--- src/rs_defines.svh ---
// Sizing macros for the station; the index width must stay the log2 of a power-of-two entry count
`ifndef RS_DEFINES_SVH
`define RS_DEFINES_SVH

// ----------------------------------------
// Station geometry
// ----------------------------------------
// Number of entries in the station
`define RS_ENTRY_NUM 8

// Entry index width
`define RS_IDX_W $clog2(`RS_ENTRY_NUM)

// ----------------------------------------
// Instruction payload widths
// ----------------------------------------
// Physical register tag
`define RS_TAG_W 6
// Reorder buffer index
`define RS_ROB_W 5
// Opcode carried through untouched
`define RS_OP_W 8

`endif

--- src/rs_pkg.sv ---
// Shared station types; field widths come from rs_defines.svh and no field is decoded two ways
`include "rs_defines.svh"

package rs_pkg;

    // ----------------------------------------
    // Functional unit class
    // ----------------------------------------
    // Only two unit classes remain
    typedef enum logic {
        FU_ALU = 1'b0,
        FU_MEM = 1'b1
    } fu_class_e;

    // ----------------------------------------
    // Decoded instruction
    // ----------------------------------------
    // Issue carries tags only, operand values are read later
    typedef struct packed {
        // Destination physical register
        logic [`RS_TAG_W-1:0] dst_tag;
        // First source and its ready flag
        logic [`RS_TAG_W-1:0] src1_tag;
        logic                 src1_ready;
        // Second source and its ready flag
        logic [`RS_TAG_W-1:0] src2_tag;
        logic                 src2_ready;
        // Unit the instruction needs
        fu_class_e            fu;
        // Opaque opcode for the unit
        logic [`RS_OP_W-1:0]  opcode;
        // Slot in the reorder buffer
        logic [`RS_ROB_W-1:0] rob_idx;
    } rs_inst_t;

    // One station slot
    typedef struct packed {
        logic     valid;
        rs_inst_t inst;
    } rs_entry_t;

    // Entry index
    typedef logic [`RS_IDX_W-1:0] rs_idx_t;

endpackage

--- src/rs_issue_if.sv ---
// Entry state toward the selector and the single pick back; issue_fire implies a valid ready entry
`include "rs_defines.svh"

interface rs_issue_if import rs_pkg::*; ();

    // ----------------------------------------
    // Array to selector
    // ----------------------------------------
    // Full snapshot of every slot, registered in the array
    rs_entry_t [`RS_ENTRY_NUM-1:0] entries;

    // ----------------------------------------
    // Selector to array
    // ----------------------------------------
    // One-cycle strobe, entry leaves at the next edge
    logic                          issue_fire;
    // Slot being issued, meaningful only with the strobe
    rs_idx_t                       issue_idx;

    // Storage side
    modport entry (
        output entries,
        input  issue_fire,
        input  issue_idx
    );

    // Pick side
    modport select (
        input  entries,
        output issue_fire,
        output issue_idx
    );

endinterface

--- src/rs_entry_array.sv ---
// One dispatch per cycle; squash beats dispatch and a same-cycle broadcast wakes the new entry
`include "rs_defines.svh"

module rs_entry_array import rs_pkg::*; (
    input  logic                clk_i,
    input  logic                rst_i,
    input  logic                flush_i,
    input  logic                dp_valid_i,
    input  logic                dp_ready_i,
    input  logic                cdb_valid_i,
    input  rs_inst_t            dp_inst_i,
    input  logic [`RS_TAG_W-1:0] cdb_tag_i,
    output logic                dp_fire_o,
    rs_issue_if.entry           iss
);

    localparam int N = `RS_ENTRY_NUM;

    // Control state
    logic [N-1:0]     valid_q;
    // Instruction payload per slot
    rs_inst_t [N-1:0] inst_q;

    logic [N-1:0]     release_vec;
    logic [N-1:0]     free_vec;
    logic [N-1:0]     dp_sel;
    logic [N-1:0]     wake1;
    logic [N-1:0]     wake2;
    rs_idx_t          alloc_idx;
    logic             alloc_found;
    rs_inst_t         dp_inst_woken;

    // ----------------------------------------
    // Free slot search
    // ----------------------------------------
    always_comb begin
        for (int i = 0; i < N; i++) begin
            // Slot leaving this cycle through issue
            release_vec[i] = iss.issue_fire && (iss.issue_idx == rs_idx_t'(i));
            free_vec[i]    = !valid_q[i] || release_vec[i];
        end
    end

    // Downward scan so the lowest free index wins
    always_comb begin
        alloc_found = 1'b0;
        alloc_idx   = '0;
        for (int i = N - 1; i >= 0; i--) begin
            if (free_vec[i]) begin
                alloc_found = 1'b1;
                alloc_idx   = rs_idx_t'(i);
            end
        end
    end

    assign dp_fire_o = dp_valid_i && dp_ready_i;

    // One-hot write select
    always_comb begin
        for (int i = 0; i < N; i++) begin
            dp_sel[i] = dp_fire_o && (alloc_idx == rs_idx_t'(i));
        end
    end

    // ----------------------------------------
    // Tag wakeup
    // ----------------------------------------
    // Incoming instruction sees the same broadcast
    always_comb begin
        dp_inst_woken = dp_inst_i;
        if (cdb_valid_i && (dp_inst_i.src1_tag == cdb_tag_i)) begin
            dp_inst_woken.src1_ready = 1'b1;
        end
        if (cdb_valid_i && (dp_inst_i.src2_tag == cdb_tag_i)) begin
            dp_inst_woken.src2_ready = 1'b1;
        end
    end

    // Only valid stored entries match
    always_comb begin
        for (int i = 0; i < N; i++) begin
            wake1[i] = cdb_valid_i && valid_q[i] && (inst_q[i].src1_tag == cdb_tag_i);
            wake2[i] = cdb_valid_i && valid_q[i] && (inst_q[i].src2_tag == cdb_tag_i);
        end
    end

    // ----------------------------------------
    // Storage
    // ----------------------------------------
    always_ff @(posedge clk_i) begin
        if (rst_i) begin
            valid_q <= '0;
        end else if (flush_i) begin
            // Squash also drops the incoming dispatch
            valid_q <= '0;
        end else begin
            for (int i = 0; i < N; i++) begin
                // Dispatch may reuse a slot issued this cycle
                if (dp_sel[i]) begin
                    valid_q[i] <= 1'b1;
                end else if (release_vec[i]) begin
                    valid_q[i] <= 1'b0;
                end
            end
        end
    end

    always_ff @(posedge clk_i) begin
        for (int i = 0; i < N; i++) begin
            if (dp_sel[i]) begin
                inst_q[i] <= dp_inst_woken;
            end else begin
                // Sources wake independently
                if (wake1[i]) begin
                    inst_q[i].src1_ready <= 1'b1;
                end
                if (wake2[i]) begin
                    inst_q[i].src2_ready <= 1'b1;
                end
            end
        end
    end

    // Snapshot toward the selector
    always_comb begin
        for (int i = 0; i < N; i++) begin
            iss.entries[i].valid = valid_q[i];
            iss.entries[i].inst  = inst_q[i];
        end
    end

    // ----------------------------------------
    // Checks
    // ----------------------------------------
    // Selector never picks an empty slot
    a_issue_valid: assert property (
        @(posedge clk_i) disable iff (rst_i)
        iss.issue_fire |-> valid_q[iss.issue_idx]
    );

    // Counter and array agree on free space
    a_fire_slot: assert property (
        @(posedge clk_i) disable iff (rst_i)
        dp_fire_o |-> alloc_found
    );

    // Dispatch offered while full is dropped
    a_dp_ready: assert property (
        @(posedge clk_i) disable iff (rst_i)
        dp_valid_i |-> dp_ready_i
    ) else $warning("dispatch offered while the station is full");

endmodule

--- src/rs_issue_select.sv ---
// Single-issue pick, lowest ready index first; issue output is all zero when nothing fires
`include "rs_defines.svh"

module rs_issue_select import rs_pkg::*; (
    input  logic       alu_ready_i,
    input  logic       mem_ready_i,
    rs_issue_if.select iss,
    output logic       is_valid_o,
    output rs_inst_t   is_inst_o
);

    localparam int N = `RS_ENTRY_NUM;

    logic [N-1:0] fu_ok_vec;
    logic [N-1:0] rdy_vec;
    rs_idx_t      pick_idx;
    logic         pick_found;

    // ----------------------------------------
    // Ready-to-issue check
    // ----------------------------------------
    always_comb begin
        for (int i = 0; i < N; i++) begin
            // Unit availability by class
            fu_ok_vec[i] = (iss.entries[i].inst.fu == FU_MEM) ? mem_ready_i : alu_ready_i;
            rdy_vec[i]   = iss.entries[i].valid
                        && iss.entries[i].inst.src1_ready
                        && iss.entries[i].inst.src2_ready
                        && fu_ok_vec[i];
        end
    end

    // ----------------------------------------
    // Lowest index pick
    // ----------------------------------------
    always_comb begin
        pick_found = 1'b0;
        pick_idx   = '0;
        for (int i = N - 1; i >= 0; i--) begin
            if (rdy_vec[i]) begin
                pick_found = 1'b1;
                pick_idx   = rs_idx_t'(i);
            end
        end
    end

    assign iss.issue_fire = pick_found;
    assign iss.issue_idx  = pick_idx;

    // ----------------------------------------
    // Issue port
    // ----------------------------------------
    assign is_valid_o = pick_found;

    // Zero payload keeps the port quiet when idle
    always_comb begin
        if (pick_found) begin
            is_inst_o = iss.entries[pick_idx].inst;
        end else begin
            is_inst_o = '0;
        end
    end

endmodule

--- src/rs_occupancy_counter.sv ---
// Occupancy count for one dispatch and one issue per cycle; a same-cycle issue frees a slot
`include "rs_defines.svh"

module rs_occupancy_counter import rs_pkg::*; (
    input  logic clk_i,
    input  logic rst_i,
    input  logic flush_i,
    input  logic dp_fire_i,
    input  logic is_fire_i,
    output logic dp_ready_o
);

    // Wide enough to hold the full entry count
    localparam int CNT_W = $clog2(`RS_ENTRY_NUM + 1);

    logic [CNT_W-1:0] cnt_q;

    // ----------------------------------------
    // Count register
    // ----------------------------------------
    always_ff @(posedge clk_i) begin
        if (rst_i) begin
            cnt_q <= '0;
        end else if (flush_i) begin
            // Squash empties the whole station
            cnt_q <= '0;
        end else begin
            // Plus one on dispatch, minus one on issue
            cnt_q <= cnt_q + CNT_W'(dp_fire_i) - CNT_W'(is_fire_i);
        end
    end

    // ----------------------------------------
    // Dispatch readiness
    // ----------------------------------------
    // Free slot now, or one being released by this cycle's issue
    assign dp_ready_o = (cnt_q < CNT_W'(`RS_ENTRY_NUM)) || is_fire_i;

    // ----------------------------------------
    // Checks
    // ----------------------------------------
    // Count stays within the array size
    a_cnt_max: assert property (
        @(posedge clk_i) disable iff (rst_i)
        cnt_q <= CNT_W'(`RS_ENTRY_NUM)
    );

    // No issue out of an empty station unless refilled in the same cycle
    a_cnt_min: assert property (
        @(posedge clk_i) disable iff (rst_i)
        (cnt_q == '0) |-> !(is_fire_i && !dp_fire_i)
    );

endmodule

--- src/rs_top.sv ---
// Reservation station top for one thread; issue carries tags only and flush_i squashes everything
`include "rs_defines.svh"

module rs_top import rs_pkg::*; (
    input  logic                 clk_i,
    input  logic                 rst_i,
    // Dispatch side
    input  logic                 dp_valid_i,
    input  rs_inst_t             dp_inst_i,
    output logic                 dp_ready_o,
    // Completion bus
    input  logic                 cdb_valid_i,
    input  logic [`RS_TAG_W-1:0] cdb_tag_i,
    // Unit availability
    input  logic                 alu_ready_i,
    input  logic                 mem_ready_i,
    // Squash
    input  logic                 flush_i,
    // Issue side
    output logic                 is_valid_o,
    output rs_inst_t             is_inst_o
);

    // Accepted dispatch this cycle
    logic dp_fire;

    // ----------------------------------------
    // Array to selector link
    // ----------------------------------------
    rs_issue_if iss_if ();

    rs_occupancy_counter u_cnt (
        .clk_i      (clk_i),
        .rst_i      (rst_i),
        .flush_i    (flush_i),
        .dp_fire_i  (dp_fire),
        .is_fire_i  (iss_if.issue_fire),
        .dp_ready_o (dp_ready_o)
    );

    rs_entry_array u_array (
        .clk_i       (clk_i),
        .rst_i       (rst_i),
        .flush_i     (flush_i),
        .dp_valid_i  (dp_valid_i),
        .dp_ready_i  (dp_ready_o),
        .cdb_valid_i (cdb_valid_i),
        .dp_inst_i   (dp_inst_i),
        .cdb_tag_i   (cdb_tag_i),
        .dp_fire_o   (dp_fire),
        .iss         (iss_if.entry)
    );

    rs_issue_select u_select (
        .alu_ready_i (alu_ready_i),
        .mem_ready_i (mem_ready_i),
        .iss         (iss_if.select),
        .is_valid_o  (is_valid_o),
        .is_inst_o   (is_inst_o)
    );

endmodule

--- config.mk ---
export PLATFORM = sky130hd
export DESIGN_NAME = rs_top
export DESIGN_NICKNAME = d
export VERILOG_FILES = /design/src/rs_pkg.sv /design/src/rs_issue_if.sv /design/src/rs_entry_array.sv /design/src/rs_issue_select.sv /design/src/rs_occupancy_counter.sv /design/src/rs_top.sv
export VERILOG_INCLUDE_DIRS = /design/src
export SDC_FILE = /design/constraint.sdc
export NUM_CORES = 1
export LEC_CHECK = 0
export BUFFER_PORTS_ARGS = -buffer_cell sky130_fd_sc_hd__buf_2
export CORE_AREA = 5 5 149 151
export DETAILED_ROUTE_END_ITERATION = 8
export DIE_AREA = 0 0 154 156
export GPL_TIMING_DRIVEN = 1
export PLACE_DENSITY = 0.78
export SYNTH_ARGS = -nofsm -noshare
export SYNTH_HDL_FRONTEND = slang
export SYNTH_SLANG_ARGS = --single-unit
export TNS_END_PERCENT = 50
--- constraint.sdc ---
create_clock -name clk_i -period 7.4 [get_ports clk_i]
set_clock_uncertainty 0.05 [all_clocks]
set_input_delay 0.74 -clock clk_i [delete_from_list [all_inputs] [get_ports clk_i]]
set_output_delay 0.74 -clock clk_i [all_outputs]
set_load 0.1 [all_outputs]
==> qor.txt <==
status: complete, no violations
total die area: 24000 um2
Final GP Congestion: 0.898
final wirelength: 29100 um
initial antenna violation count: 2
I/O pin count: 83
GRT overflow: 0
Setup TNS Final: 0 ps
Max Cap Viol: 0
Buf/Inv on CP: 2
GR peak layer: met2
final period utilization: 0.702
M2 GR Usage: 0.389
first-pass GRT wire length: 44500 um
Initial Utilization: 0.586
final setup fails: 0
floorplan row count: 53
Core Area: 20700 um2
synth warn: 0
Crit Path Class: register to output port
critical path launch point type: register
peak supply drop: 209 uV
Fillers: 1458
Clock Power Share: 0.431
Seq/Total Area, Yosys: 0.693
proportion of netlist area held by the largest area contributor: 0.673
combinational fraction of design power: 0.047
port buffer count: 82
root buffer cell: clkbuf_16
crit end category: output port
Unique masters post-synth: 61
Placed Area: 12900 um2
CTS Buf Count: 29
met3 usage: 0.0361
DRT iter0 DRCs: 686
number of vias per cell: 6.49
Flop pwr share: 0.522
cells along the critical path: mux2i_2, o2bb2ai_2, or2_2, nor2_2, buf_4, o221a_2, o221ai_1, o21ai_1, buf_2
final net count: 933
antenna viol nets, final: 0
cts repair resizes: 0
P_sw: 712 uW
Pre-antenna DRT Iters: 5
arrival time worst endpoint: 4400 ps
H-tree lvl count: 1
CP peak stage delay: 740 ps
final worst path period need: 5190 ps
DR WL/cell: 24.6 um
Yosys reg bits: 284
Post-synth top cells: 272 x edfxtp_1, 65 x xor2_1, 64 x o221ai_1, 46 x xnor2_1, 40 x clkbuf_1
Die H: 156 um
# DRC: 0
Die Wd: 154 um
buffer depth of the longest clock path: 3
Post-synth EDFFs: 272
final instance area: 13800 um2
cell taking the most area after synthesis: edfxtp_1
mean area per synthesized cell: 15.1 um2
layout cells sized above 1: 0.217
Achievable Freq: 193 MHz
DP HPWL: 18100 um
Reg clk slew, reported paths: 60 ps
P_leak: 0.00460 uW
syn_nets: 854
largest net degree at the start of global routing: 49
dpl ws: 2370 ps
Post-CTS Setup Bufs: 0
Multi-input gate area: 3550 um2
CTS tree: done
Int Power: 2720 uW
Hold Buf Count CTS: 0
number of global-route vias before repair: 7564
area grow syn2layout: 14.1%
Synth Instances: 802
prevailing post-synth register cell: edfxtp_1
Area contributors post-synth: edfxtp_1 67%, xor2_1 4.7%, o221ai_1 4.6%, xnor2_1 3.3%, o221a_2 3.0%
via count: 7661
Worst Max-Slew Pin Slew: 1070 ps
CP required: 6610 ps
family with the most delay on the worst path: simple AND/OR/NAND/NOR gates
switching share of total power: 0.207
RSZ-0062 raised after global routing: no
PwrDens: 248 nW/um2
Async SR Flop Fraction: 0
FF+latch area: 8410 um2
Slew headroom: 0.290
grt met1 use: 0.340
most instantiated library cell after synthesis: edfxtp_1
gr usage total: 0.239
min setup slack post-route: 2210 ps
Worst Hold Class: input pin to register
Worst Path Max Fanout: 33
count of final max-slew check failures: 0
Clock Sinks: 284
slowest cell on the critical path: nor2_2
final hold violations: 0
Synth Cell Area: 12100 um2
worst skew pair latency: 540 ps
[stage by stage]
| step | total power (uW) | utilization | hold WS, ps | instances |
|---|---|---|---|---|
| final | 3430 | 0.669 | 408 | 1180 |
| after global routing | 3520 | 0.669 | 412 | 1179 |
| after CTS | 3440 | 0.669 | 393 | 1178 |
| after detailed placement | 1990 | 0.622 | 485 | 1125 |
| after global placement | 1980 | 0.622 | 489 | 1125 |
| after floorplan | 1930 | - | 412 | 802 |
[cell families (layout without fill, tap and decap cells)]
kind of cell             count (synthesis)  in the layout  share of synthesized area
flip-flops                             284            284                      0.693
buffers and inverters                   64            165                     0.0200
multiplexers                             9              9                    0.00804
AND/OR/NAND/NOR                        108            108                     0.0471
XOR/XNOR                               111            111                     0.0801
AO/OA/AOI/OAI                          221            221                      0.146
adder cells (fa/ha/maj)                  5              5                    0.00578
other                                    0              2                          0
[layout by cell type (no fill, tap or decap), types with 3 or more instances in the layout]
master / netlist / final
edfxtp_1: 272 / 272
o221a_2: 32 / 32
o41ai_1: 7 / 7
o21ai_0: 6 / 6
o221ai_1: 64 / 64
nand3_1: 7 / 7
nand4_1: 12 / 12
a21o_1: 7 / 7
clkinv_2: 0 / 4
inv_1: 15 / 14
and2_1: 4 / 4
o211ai_1: 3 / 3
clkinv_1: 0 / 9
o22ai_1: 34 / 34
buf_2: 2 / 82
buf_4: 0 / 13
xnor2_1: 46 / 46
mux2i_1: 5 / 5
xor2_1: 65 / 65
dfxtp_1: 12 / 12
ha_1: 4 / 4
clkbuf_1: 40 / 3
nor4_1: 14 / 14
nand2_1: 34 / 34
mux2_2: 3 / 3
bufinv_16: 0 / 5
nor3_1: 4 / 4
a21oi_1: 10 / 8
nor2_1: 14 / 12
nand2b_1: 5 / 5
o21ai_1: 32 / 32
or2_2: 3 / 3
a41o_1: 4 / 4
clkbuf_16: 0 / 29
[power by group through the flow]
stage	logic [uW]	clock network [uW]	registers [uW]
final	162	1480	1790
after detailed placement	161	0	1830
after global placement	157	0	1820
after floorplan	101	0	1820
after global routing	174	1560	1790
after CTS	162	1490	1790
[worst reg2reg max path, stage by stage (launching register included)]
cell and delay [ps]:
edfxtp_1 420, mux2i_2 390, a2bb2oi_2 380, nand4b_1 200, mux2_2 340, a21oi_1 600
nor3b_4 910, buf_4 510, a41o_1 200
[cell type report]
class,count,share of cell area
sequential,284,0.607
multi-input combinational,454,0.256
clock buffer,32,0.0532
timing repair buffer,95,0.0367
tap,275,0.0249
clock inverter,21,0.0168
inverter,17,0.00461
antenna,2,0.000361
[state kept, by name (all words and copies together) (netlist names)]
register and cells:
u_cnt.cnt_q 4, u_array.valid_q 8, u_array.iss.entries 272
[metal layers]
metal  wire [um]  vias up
li1            -     3408
met1       11500     3792
met2       14200      397
met3        2660       62
met4         709        2
met5           7        -
[final timing paths]
kind         cells past startpoint                         startpoint                                     to  slack (ps)
max reg2reg                      8  u_array.iss.entries[13]$_DFFE_PP_  u_array.iss.entries[56]$_SDFFCE_PN1P_        3110
min                              1                      dp_inst_i[31]      u_array.iss.entries[66]$_DFFE_PP_         410
max                              9  u_array.iss.entries[13]$_DFFE_PP_                          is_inst_o[15]        2210
min reg2reg                      2    u_array.valid_q[7]$_SDFFE_PP0P_        u_array.valid_q[7]$_SDFFE_PP0P_         490
Note: power is estimated with default switching activity, not from simulation.
